`src/uart_host_settings.svh`:
```
// Bit timing and bank size; UART_CLKS_PER_BIT must be even and at least 4, UART_REG_COUNT at least 2.
`ifndef UART_HOST_SETTINGS_SVH
`define UART_HOST_SETTINGS_SVH

// clock cycles per serial bit
`define UART_CLKS_PER_BIT 16

// centre of a bit, counted from its leading edge
`define UART_HALF_BIT (`UART_CLKS_PER_BIT / 2)

// width of the per-bit cycle counters
`define UART_CNT_W ($clog2(`UART_CLKS_PER_BIT) + 1)

// number of 32-bit registers in the bank
`define UART_REG_COUNT 8

`endif

```
`src/uart_phy_pkg.sv`:
```
// Byte-level types of the 8N1 serial line; no parity bit and a single stop bit are assumed.
`default_nettype none

package uart_phy_pkg;

	// one data byte on the line
	typedef logic [7:0] uart_byte_t;

	// data bits per frame, sent lsb first
	localparam int UART_DATA_BITS = 8;

	// start + data + stop
	localparam int UART_FRAME_BITS = UART_DATA_BITS + 2;

	// bit position inside a frame
	typedef logic [3:0] uart_bit_idx_t;

endpackage

`default_nettype wire

```
`src/host_proto_pkg.sv`:
```
// Hex packet protocol types; only upper-case hex digits are accepted or produced.
`default_nettype none

package host_proto_pkg;

	typedef logic [31:0] host_word_t;
	typedef logic [7:0]  hex_char_t;

	localparam int HEX_DIGITS_PER_WORD = 8;
	// command, address and data
	localparam int FIELDS_PER_PACKET = 3;

	typedef enum logic [31:0] {
		OP_WRITE = 32'd1,
		OP_READ  = 32'd2
	} cmd_op_e;

	typedef enum logic [31:0] {
		ST_OK       = 32'd0,
		ST_BAD_CMD  = 32'd1,
		ST_BAD_ADDR = 32'd2
	} rsp_status_e;

	typedef struct packed {
		host_word_t command;
		host_word_t address;
		host_word_t data;
	} host_cmd_t;

	typedef struct packed {
		rsp_status_e status;
		host_word_t  address;
		host_word_t  data;
	} host_rsp_t;

	// packet start characters L and S
	localparam hex_char_t CHAR_START_CMD = 8'h4C;
	localparam hex_char_t CHAR_START_RSP = 8'h53;
	localparam hex_char_t CHAR_ZERO      = 8'h30;
	localparam hex_char_t CHAR_NINE      = 8'h39;
	localparam hex_char_t CHAR_A         = 8'h41;
	localparam hex_char_t CHAR_F         = 8'h46;

	function automatic logic is_hex_char(hex_char_t c);
		return ((c >= CHAR_ZERO) && (c <= CHAR_NINE)) || ((c >= CHAR_A) && (c <= CHAR_F));
	endfunction

	// only meaningful when is_hex_char holds
	function automatic logic [3:0] hex_char_to_nibble(hex_char_t c);
		hex_char_t v;
		v = (c >= CHAR_A) ? (c - CHAR_A + 8'd10) : (c - CHAR_ZERO);
		return v[3:0];
	endfunction

	function automatic hex_char_t nibble_to_hex_char(logic [3:0] n);
		return (n < 4'd10) ? (CHAR_ZERO + n) : (CHAR_A + n - 8'd10);
	endfunction

endpackage

`default_nettype wire

```
`src/uart_rx.sv`:
```
// 8N1 receiver; a glitch shorter than half a bit is rejected, and a frame with a low stop bit is lost.
`default_nettype none
`include "uart_host_settings.svh"

module uart_rx (
	input  logic                    clk,
	input  logic                    rst,
	input  logic                    rx,
	output logic                    rx_valid,
	output uart_phy_pkg::uart_byte_t rx_byte
);
	import uart_phy_pkg::*;

	typedef enum logic [1:0] {RX_IDLE, RX_START, RX_DATA, RX_STOP} rx_state_e;

	rx_state_e                state;
	logic [1:0]               rx_sync;
	logic                     rx_prev;
	logic [`UART_CNT_W-1:0]   cyc_cnt;
	uart_bit_idx_t            bit_idx;

	always_ff @(posedge clk) begin
		// single-cycle strobe
		rx_valid <= 1'b0;
		if (rst) begin
			state   <= RX_IDLE;
			rx_sync <= 2'b11;
			rx_prev <= 1'b1;
			cyc_cnt <= '0;
			bit_idx <= '0;
		end else begin
			// two-flop synchronizer, then one more for edge detect
			rx_sync <= {rx_sync[0], rx};
			rx_prev <= rx_sync[1];
			case (state)
				RX_IDLE: begin
					cyc_cnt <= '0;
					if (rx_prev && !rx_sync[1]) begin
						state <= RX_START;
					end
				end
				RX_START: begin
					// recheck at the middle of the start bit
					if (cyc_cnt == `UART_HALF_BIT - 1) begin
						cyc_cnt <= '0;
						bit_idx <= '0;
						state   <= rx_sync[1] ? RX_IDLE : RX_DATA;
					end else begin
						cyc_cnt <= cyc_cnt + 1'b1;
					end
				end
				RX_DATA: begin
					if (cyc_cnt == `UART_CLKS_PER_BIT - 1) begin
						cyc_cnt <= '0;
						// lsb first
						rx_byte <= {rx_sync[1], rx_byte[7:1]};
						if (bit_idx == UART_DATA_BITS - 1) begin
							state <= RX_STOP;
						end else begin
							bit_idx <= bit_idx + 1'b1;
						end
					end else begin
						cyc_cnt <= cyc_cnt + 1'b1;
					end
				end
				RX_STOP: begin
					if (cyc_cnt == `UART_CLKS_PER_BIT - 1) begin
						state    <= RX_IDLE;
						rx_valid <= rx_sync[1];
					end else begin
						cyc_cnt <= cyc_cnt + 1'b1;
					end
				end
				default: state <= RX_IDLE;
			endcase
		end
	end

endmodule

`default_nettype wire

```
`src/uart_tx.sv`:
```
// 8N1 transmitter; it accepts a byte only between frames and always sends exactly one stop bit.
`default_nettype none
`include "uart_host_settings.svh"

module uart_tx (
	input  logic                     clk,
	input  logic                     rst,
	input  logic                     tx_valid,
	output logic                     tx_ready,
	input  uart_phy_pkg::uart_byte_t tx_byte,
	output logic                     tx
);
	import uart_phy_pkg::*;

	logic                   busy;
	// remaining data bits plus the stop bit
	logic [8:0]             shreg;
	uart_bit_idx_t          bit_cnt;
	logic [`UART_CNT_W-1:0] cyc_cnt;

	assign tx_ready = !busy;

	always_ff @(posedge clk) begin
		if (rst) begin
			busy    <= 1'b0;
			tx      <= 1'b1;
			bit_cnt <= '0;
			cyc_cnt <= '0;
		end else if (!busy) begin
			if (tx_valid) begin
				// start bit goes out right after the handshake
				busy    <= 1'b1;
				tx      <= 1'b0;
				shreg   <= {1'b1, tx_byte};
				bit_cnt <= '0;
				cyc_cnt <= '0;
			end
		end else if (cyc_cnt == `UART_CLKS_PER_BIT - 1) begin
			cyc_cnt <= '0;
			if (bit_cnt == UART_FRAME_BITS - 1) begin
				// stop bit done, line stays high
				busy <= 1'b0;
			end else begin
				tx      <= shreg[0];
				shreg   <= {1'b1, shreg[8:1]};
				bit_cnt <= bit_cnt + 1'b1;
			end
		end else begin
			cyc_cnt <= cyc_cnt + 1'b1;
		end
	end

endmodule

`default_nettype wire

```
`src/hex_cmd_parser.sv`:
```
// L-packet parser; characters that arrive while a command waits for the executor are dropped.
`default_nettype none

module hex_cmd_parser (
	input  logic                      clk,
	input  logic                      rst,
	input  logic                      rx_valid,
	input  uart_phy_pkg::uart_byte_t  rx_byte,
	output logic                      cmd_valid,
	input  logic                      cmd_ready,
	output host_proto_pkg::host_cmd_t cmd
);
	import host_proto_pkg::*;

	typedef enum logic [1:0] {P_HUNT, P_COLLECT, P_HOLD} parse_state_e;

	parse_state_e                              state;
	logic [$clog2(HEX_DIGITS_PER_WORD)-1:0]    nib_cnt;
	logic [1:0]                                field_idx;
	logic                                      take_digit;
	logic [3:0]                                nibble;

	assign cmd_valid  = (state == P_HOLD);
	assign take_digit = (state == P_COLLECT) && rx_valid && is_hex_char(rx_byte);
	assign nibble     = hex_char_to_nibble(rx_byte);

	always_ff @(posedge clk) begin
		if (rst) begin
			state     <= P_HUNT;
			nib_cnt   <= '0;
			field_idx <= '0;
		end else begin
			case (state)
				P_HUNT: begin
					nib_cnt   <= '0;
					field_idx <= '0;
					if (rx_valid && (rx_byte == CHAR_START_CMD)) begin
						state <= P_COLLECT;
					end
				end
				P_COLLECT: begin
					if (take_digit) begin
						nib_cnt <= nib_cnt + 1'b1;
						if (nib_cnt == HEX_DIGITS_PER_WORD - 1) begin
							nib_cnt <= '0;
							if (field_idx == FIELDS_PER_PACKET - 1) begin
								state <= P_HOLD;
							end else begin
								field_idx <= field_idx + 1'b1;
							end
						end
					end else if (rx_valid) begin
						// bad char aborts, an L starts over at once
						nib_cnt   <= '0;
						field_idx <= '0;
						if (rx_byte != CHAR_START_CMD) begin
							state <= P_HUNT;
						end
					end
				end
				P_HOLD: begin
					if (cmd_ready) begin
						state <= P_HUNT;
					end
				end
				default: state <= P_HUNT;
			endcase
		end
	end

	// msb first into the field being filled
	always_ff @(posedge clk) begin
		if (take_digit) begin
			case (field_idx)
				2'd0:    cmd.command <= {cmd.command[27:0], nibble};
				2'd1:    cmd.address <= {cmd.address[27:0], nibble};
				default: cmd.data    <= {cmd.data[27:0], nibble};
			endcase
		end
	end

endmodule

`default_nettype wire

```
`src/reg_cmd_executor.sv`:
```
// Register bank of UART_REG_COUNT words addressed by word index; one command is in flight at a time.
`default_nettype none
`include "uart_host_settings.svh"

module reg_cmd_executor (
	input  logic                      clk,
	input  logic                      rst,
	input  logic                      cmd_valid,
	output logic                      cmd_ready,
	input  host_proto_pkg::host_cmd_t cmd,
	output logic                      rsp_valid,
	input  logic                      rsp_ready,
	output host_proto_pkg::host_rsp_t rsp
);
	import host_proto_pkg::*;

	localparam int IDX_W = $clog2(`UART_REG_COUNT);

	host_word_t       regs [`UART_REG_COUNT];
	logic [IDX_W-1:0] idx;
	logic             addr_ok;
	logic             op_ok;

	// no new command until the response has left
	assign cmd_ready = !rsp_valid;
	assign idx       = cmd.address[IDX_W-1:0];
	assign addr_ok   = (cmd.address < `UART_REG_COUNT);
	assign op_ok     = (cmd.command == OP_WRITE) || (cmd.command == OP_READ);

	always_ff @(posedge clk) begin
		if (rst) begin
			rsp_valid <= 1'b0;
			for (int i = 0; i < `UART_REG_COUNT; i++) begin
				regs[i] <= '0;
			end
		end else begin
			if (rsp_valid && rsp_ready) begin
				rsp_valid <= 1'b0;
			end
			if (cmd_valid && cmd_ready) begin
				rsp_valid   <= 1'b1;
				rsp.address <= cmd.address;
				if (!op_ok) begin
					rsp.status <= ST_BAD_CMD;
					rsp.data   <= '0;
				end else if (!addr_ok) begin
					rsp.status <= ST_BAD_ADDR;
					rsp.data   <= '0;
				end else if (cmd.command == OP_WRITE) begin
					// write echoes the stored value
					regs[idx]  <= cmd.data;
					rsp.status <= ST_OK;
					rsp.data   <= cmd.data;
				end else begin
					rsp.status <= ST_OK;
					rsp.data   <= regs[idx];
				end
			end
		end
	end

endmodule

`default_nettype wire

```
`src/hex_rsp_formatter.sv`:
```
// S-packet formatter; it sends 25 characters per response and takes the next response only when done.
`default_nettype none

module hex_rsp_formatter (
	input  logic                      clk,
	input  logic                      rst,
	input  logic                      rsp_valid,
	output logic                      rsp_ready,
	input  host_proto_pkg::host_rsp_t rsp,
	output logic                      tx_valid,
	input  logic                      tx_ready,
	output uart_phy_pkg::uart_byte_t  tx_byte
);
	import host_proto_pkg::*;

	logic                                   busy;
	// S still to be sent
	logic                                   send_start;
	logic [$clog2(HEX_DIGITS_PER_WORD)-1:0] nib_cnt;
	logic [1:0]                             field_idx;
	host_rsp_t                              rsp_q;
	// field being sent, top nibble goes next
	host_word_t                             word_q;
	logic                                   char_done;

	assign rsp_ready = !busy;
	assign tx_valid  = busy;
	assign tx_byte   = send_start ? CHAR_START_RSP : nibble_to_hex_char(word_q[31:28]);
	assign char_done = busy && tx_ready;

	always_ff @(posedge clk) begin
		if (rst) begin
			busy       <= 1'b0;
			send_start <= 1'b0;
			nib_cnt    <= '0;
			field_idx  <= '0;
		end else if (!busy) begin
			if (rsp_valid) begin
				busy       <= 1'b1;
				send_start <= 1'b1;
				nib_cnt    <= '0;
				field_idx  <= '0;
			end
		end else if (char_done) begin
			if (send_start) begin
				send_start <= 1'b0;
			end else if (nib_cnt == HEX_DIGITS_PER_WORD - 1) begin
				nib_cnt <= '0;
				if (field_idx == FIELDS_PER_PACKET - 1) begin
					busy <= 1'b0;
				end else begin
					field_idx <= field_idx + 1'b1;
				end
			end else begin
				nib_cnt <= nib_cnt + 1'b1;
			end
		end
	end

	// status, then address, then data
	always_ff @(posedge clk) begin
		if (!busy && rsp_valid) begin
			rsp_q <= rsp;
		end else if (char_done) begin
			if (send_start) begin
				word_q <= rsp_q.status;
			end else if (nib_cnt == HEX_DIGITS_PER_WORD - 1) begin
				word_q <= (field_idx == 2'd0) ? rsp_q.address : rsp_q.data;
			end else begin
				word_q <= {word_q[27:0], 4'h0};
			end
		end
	end

endmodule

`default_nettype wire

```
`src/uart_host_top.sv`:
```
// Serial host port; the host must wait for each reply before it sends the next packet.
`default_nettype none

module uart_host_top (
	input  logic clk,
	input  logic rst,
	input  logic rx,
	output logic tx
);
	import uart_phy_pkg::*;
	import host_proto_pkg::*;

	// serial receive side
	logic       rx_valid;
	uart_byte_t rx_byte;

	// parsed command
	logic       cmd_valid;
	logic       cmd_ready;
	host_cmd_t  cmd;

	// executor response
	logic       rsp_valid;
	logic       rsp_ready;
	host_rsp_t  rsp;

	// reply characters
	logic       tx_valid;
	logic       tx_ready;
	uart_byte_t tx_byte;

	uart_rx u_rx (
		.clk      (clk),
		.rst      (rst),
		.rx       (rx),
		.rx_valid (rx_valid),
		.rx_byte  (rx_byte)
	);

	hex_cmd_parser u_parser (
		.clk       (clk),
		.rst       (rst),
		.rx_valid  (rx_valid),
		.rx_byte   (rx_byte),
		.cmd_valid (cmd_valid),
		.cmd_ready (cmd_ready),
		.cmd       (cmd)
	);

	reg_cmd_executor u_exec (
		.clk       (clk),
		.rst       (rst),
		.cmd_valid (cmd_valid),
		.cmd_ready (cmd_ready),
		.cmd       (cmd),
		.rsp_valid (rsp_valid),
		.rsp_ready (rsp_ready),
		.rsp       (rsp)
	);

	hex_rsp_formatter u_fmt (
		.clk       (clk),
		.rst       (rst),
		.rsp_valid (rsp_valid),
		.rsp_ready (rsp_ready),
		.rsp       (rsp),
		.tx_valid  (tx_valid),
		.tx_ready  (tx_ready),
		.tx_byte   (tx_byte)
	);

	uart_tx u_tx (
		.clk      (clk),
		.rst      (rst),
		.tx_valid (tx_valid),
		.tx_ready (tx_ready),
		.tx_byte  (tx_byte),
		.tx       (tx)
	);

endmodule

`default_nettype wire

```
`config.mk`:
```
export PLATFORM = sky130hd
export DESIGN_NAME = uart_host_top
export DESIGN_NICKNAME = d
export VERILOG_FILES = /design/src/uart_phy_pkg.sv /design/src/host_proto_pkg.sv /design/src/uart_rx.sv /design/src/uart_tx.sv /design/src/hex_cmd_parser.sv /design/src/reg_cmd_executor.sv /design/src/hex_rsp_formatter.sv /design/src/uart_host_top.sv
export VERILOG_INCLUDE_DIRS = /design/src
export SDC_FILE = /design/constraint.sdc
export NUM_CORES = 1
export LEC_CHECK = 0
export BUFFER_PORTS_ARGS = -buffer_cell sky130_fd_sc_hd__buf_2
export CORE_AREA = 2 2 233 235
export DETAILED_ROUTE_END_ITERATION = 12
export DIE_AREA = 0 0 235 237
export PLACE_DENSITY_LB_ADDON = 0.2
export SLEW_MARGIN = 15
export SYNTH_ARGS = -nofsm -noshare
export SYNTH_HDL_FRONTEND = slang
export SYNTH_SLANG_ARGS = --single-unit
```
`constraint.sdc`:
```
create_clock -name clk -period 5.6 [get_ports clk]
set_clock_uncertainty 0.05 [all_clocks]
set_input_delay 0.84 -clock clk [delete_from_list [all_inputs] [get_ports clk]]
set_output_delay 0.84 -clock clk [all_outputs]
set_load 0.05 [all_outputs]
```
== Word level (Yosys, flattened, before mapping) ==
Memory sizes are Yosys's and may differ from the RTL's. A register that Yosys moved wholly into a read port is not among the register bits.
Index checks and enable logic that the tools add are counted.

* Register bits: 346
* RAM bits: 256
* Logic and storage cells: 230
* Memories kept: 1

{| class="wikitable"
|+ Memories
! memory !! words !! bits a word !! read ports !! clocked after memory_dff !! write ports !! RTL line !! text
|-
| u_exec.regs || 8 || 32 || 1 || 1 || 8 || reg_cmd_executor.sv:19 || <nowiki>host_word_t regs [`UART_REG_COUNT];</nowiki>
|}

* Add/subtract/negate cells: 14
* Magnitude comparators: 6
* Equal/unequal tests: 39
* Multiplexer cells: 91
* Bitwise logic cells: 5
* Reductions and logical operators: 45

{| class="wikitable"
|+ Operators with widths
! kind !! count
|-
| $mux 32 || 4
|-
| $mux 2 || 24
|-
| $mux 9 || 4
|-
| $eq 32x1->1 const B || 1
|-
| $eq 32x2->1 const B || 1
|-
| $lt 32x4->1 const B || 1
|-
| $mux 4 || 8
|-
| $reduce_or 32->1 || 1
|-
| $mux 5 || 6
|-
| $mux 1 || 28
|-
| $mux 3 || 9
|-
| $pmux 5 s4 || 1
|-
| $ne 2x2->1 const B || 9
|-
| $mux 8 || 2
|-
| $reduce_and 2->1 || 8
|-
| $ne 2x1->1 const B || 6
|-
| $reduce_and 4->1 || 3
|-
| $add 5x1->5 const B || 2
|-
| $eq 2x2->1 const B || 5
|-
| $eq 5x4->1 const B || 2
|-
| $reduce_and 5->1 || 2
|-
| $reduce_bool 2->1 || 5
|-
| $logic_and 1x1->1 || 9
|-
| $ne 3x3->1 const B || 3
|-
| 34 further kinds || 56
|}

== Logic depth before layout (Yosys ltp) ==
* Depth in word-level cells: 9
* Mapped depth: 9
* Depth with buffers taken out: 9

== Cells and area by module ==
A second synthesis with hierarchy kept.

* Cells, all modules: 1763
* Area total of the unflattened synthesis: 25421.9 µm²

{| class="wikitable"
|+ Modules (own cells, without submodules)
! module !! times used !! cells an instance !! area each (µm²)
|-
| reg_cmd_executor || 1 || 1086 || 14660.3
|-
| hex_rsp_formatter || 1 || 331 || 5332.6
|-
| hex_cmd_parser || 1 || 171 || 3517.1
|-
| uart_rx || 1 || 94 || 1008.5
|-
| uart_tx || 1 || 81 || 903.4
|}

== Least setup slack after synthesis ==
OpenSTA, ideal clock, no wires.

* Kind: input port to flip-flop
* From: input rst
* To: memory u_exec.regs[3][0] (netlist name), enable pin
* Arrival: 4.840 ns
* Data required time: 5.175 ns
* Path slack: 0.336 ns
* Cell stages on the path: 6
* Path buffers: 1
* Path through: nor4b_4 -> nand3b_2 -> or4_4 -> buf_6 -> nor4_4 -> or2_2

{| class="wikitable"
|+ RTL lines
! what !! RTL line !! text
|-
| start: declaration || uart_host_top.sv:6 || <nowiki>input logic rst,</nowiki>
|-
| end: declaration || reg_cmd_executor.sv:19 ||
|}

==> flow_metrics.tcl <==
set metrics [dict create \
    postRouteAntennaNets 0 \
    ys.flop_type "edfxtp_1" \
    synth_seq_cells 573 \
    post-cts-setup-buffers 0 \
    rr_worst_depth 6 \
    hold_ws_ns 0.362 \
    antenna_found_initial 1 \
    whs_path_depth 1 \
    yosys.area.top_type_share_pct 67.2 \
    critPathArrivalTime_ns 3.93 \
    port_buffers 3 \
    leakage_nw 8.92 \
    ios 4 \
    crit_path_max_incr_delay_ns 0.84 \
    holdBufCountCts 0 \
    drt_iter0_drc 931 \
    synth_compound_area_share_pct 3.90 \
    ys_async_sr_fraction_pct 0 \
    grt_max_degree 70 \
    die-area_mm2 0.0557 \
    ir_drop_mv 0.259 \
    hpwlAfterDp_mm 27.4 \
    end_kind "flip-flop" \
    synth_enable_flop_cells 532 \
    rr_endpoint "u_exec.regs[6][7]" \
    dieHeight_um 237 \
    synth_fa_ha_area_share_pct 1.10 \
    cts_sinks 573 \
    reg2reg_from "u_parser.cmd[90]" \
    crit_required_ns 5.78 \
    switchingPower_mw 1.74 \
    vias 12500 \
    rrSetupSlack_ns 1.85 \
    drive_above_1_share_pct 14.4 \
    first_global_vias 12900 \
    gr-total-overflow 0 \
    cts_tree "done" \
    cts_root_buf "clkbuf_16" \
    synth_xor_area_share_pct 0.405 \
    avgSynthCellArea_um2 15.4 \
    ys_seq_area_share_pct 70.6 \
    path_buf_inv 1 \
    slew_violations 0 \
    cellPowerDensity_mw_per_mm2 335 \
    timing.slew.headroom_pct 24.9 \
    internal-power_mw 7.08 \
    crit_slowest_cell "or2_2" \
    mostFrequentLayoutCell "edfxtp_1" \
    grtUsageTotal_pct 18.2 \
    period_needed_ns 3.75 \
    max_clock_freq_mhz 266 \
    yosysUniqueCellTypes 59 \
    crit_chain "nor4_1, nand4_1, or4_4, nor4_4, buf_4, or2_2" \
    combPwrFrac_pct 1.6 \
    crit_type "reg -> reg" \
    cp_top_family "simple AND/OR/NAND/NOR gates" \
    worstMarginPinSlew_ns 1.13 \
    critPathMaxFanout 33 \
    drcViolationCount 0 \
    yosys_warnings 0 \
    fill_cells 4510 \
    tns_ns 0 \
    nets 1573 \
    synth_area_mm2 0.0238 \
    wl_per_cell_um 21.8 \
    finalHoldViolCount 0 \
    mostFrequentLayoutCells "edfxtp_1 (532), and2_1 (245), nand2_1 (109)" \
    synthMuxAreaShare_pct 7.63 \
    synth_area_leader_cell "edfxtp_1" \
    h-tree-depth 2 \
    synth_nets 1571 \
    p_sw_share_pct 19.7 \
    rows 85 \
    grt_pass1_wl_mm 77.9 \
    rsz0062_at_grt "no" \
    seqCellArea_mm2 0.0168 \
    synth_simple_gate_area_share_pct 13.9 \
    finalCritPeriodShare_pct 67.0 \
    synthTopCellsByArea "edfxtp_1 (67%), and2_1 (6.5%), mux4_2 (6.1%)" \
    clkPwrFrac_pct 44.4 \
    p_seq_share_pct 54.0 \
    drtPass1Iterations 5 \
    die_width_um 235 \
    synth_top_family_by_area "simple AND/OR/NAND/NOR gates" \
    startpoint_type "flip-flop" \
    clkLatencyLatePin_ns 0.61 \
    multi_input_area_mm2 0.00645 \
    vias_per_cell 5.44 \
    antenna_cells 0 \
    wl_mm 49.9 \
    hold_path_class "reg -> reg" \
    cts_resized 0 \
    setup_viol 0 \
    hold_path_startpoint "u_rx.rx_sync[0]" \
    clk_pin_slew_ns 0.06 \
    core_area_mm2 0.0533 \
    cap_violations 0 \
    initial_core_util_pct 44.6 \
    synthCells 1547 \
    whs_endpoint "u_rx.rx_sync[1]" \
    place.gp.congestion 0.738 \
    status "finished clean" \
    cts_made_buffers 59 \
    clockBufferDepth 3 \
    areaGrowthSynthToFinish_pct 10.7 \
]
[kinds of logic (layout without fill, tap and decap cells)]
logic type | count (synthesis) | count (layout)
AO/OA/AOI/OAI | 153 | 153
XOR/XNOR | 11 | 11
adder cells (fa/ha/maj) | 21 | 21
buffers and inverters | 110 | 157
flip-flops | 573 | 573
multiplexers | 101 | 101
AND/OR/NAND/NOR | 578 | 578
[how the worst max path moves through the flow]
stage | start | end | slack [ns] | cells after the start
CTS | u_parser.cmd[90] | u_exec.regs[6][16] | 1.76 | 6
detailed placement | rst | u_exec.regs[6][27] | 1.50 | 7
global route | u_parser.cmd[90] | u_exec.regs[4][4] | 1.53 | 6
floorplan | rst | u_exec.regs[3][0] | 0.34 | 6
global placement | rst | u_exec.regs[6][27] | 1.53 | 7
finish | u_parser.cmd[90] | u_exec.regs[6][7] | 1.85 | 6
[registers in the layout (all words and copies together) (netlist names), 2 cells and up, named ones only]
signal and flops:
u_tx.cyc_cnt 5, u_parser.field_idx 2, u_rx.rx_byte 8, u_rx.bit_idx 4, u_tx.bit_cnt 4, u_fmt.rsp_q 66, u_rx.rx_sync 2, u_fmt.word_q 32
u_parser.nib_cnt 3, u_exec.rsp 66, u_rx.cyc_cnt 5, u_parser.cmd 96, u_fmt.field_idx 2, u_fmt.nib_cnt 3, u_tx.shreg 8, u_parser.state 2
u_exec.regs 256
[power groups by stage]
| stage | registers [mW] | logic (mW) | clock network (mW) |
|---|---|---|---|
| 6_report | 4.76 | 0.141 | 3.92 |
| 5_1_grt | 4.77 | 0.155 | 4.17 |
| 4_1_cts | 4.77 | 0.144 | 4.01 |
| 3_5_place_dp | 4.86 | 0.144 | 0 |
| 3_3_place_gp | 4.85 | 0.142 | 0 |
| 2_1_floorplan | 4.84 | 0.101 | 0 |
[stage by stage]
stage	worst slack [ns]	total power [mW]	instance area, um^2	std cells	util [%]
2_1_floorplan	0.336	4.94	23800	1547	-
3_3_place_gp	1.53	4.99	24400	2184	45.8
3_5_place_dp	1.50	5.00	24400	2184	45.8
4_1_cts	1.76	8.91	26300	2290	49.4
5_1_grt	1.53	9.10	26300	2290	49.4
6_report	1.85	8.82	26300	2290	49.4
[synthesized netlist by cell type (13+ instances only)]
library cell / number
ha_1: 21
and2_1: 246
a211oi_1: 32
nor2_1: 70
edfxtp_1: 532
clkbuf_1: 46
mux2i_1: 35
or2_2: 14
nand3_1: 36
dfxtp_1: 41
inv_1: 20
mux4_2: 64
o21ai_0: 39
nor4_1: 13
a21oi_1: 55
nand2_1: 109
buf_6: 19
[layer usage]
| layer | global-route usage [%] | wire length, um |
|---|---|---|
| met1 | 25.6 | 22400 |
| met2 | 28.8 | 23500 |
| met3 | 3.33 | 2670 |
| met4 | 6.21 | 1320 |
| met5 | 0 | 0 |
[cell type report]
| cell class | count | area share, % |
|---|---|---|
| multi-input cells | 864 | 24.5 |
| repair buffers | 30 | 0.827 |
| well taps | 696 | 3.31 |
| clock inverters | 31 | 1.32 |
| inverters | 21 | 0.299 |
| flip-flops and latches | 573 | 63.8 |
| clock buffers | 75 | 5.95 |
No activity file was read; power rests on OpenSTA's default activity.
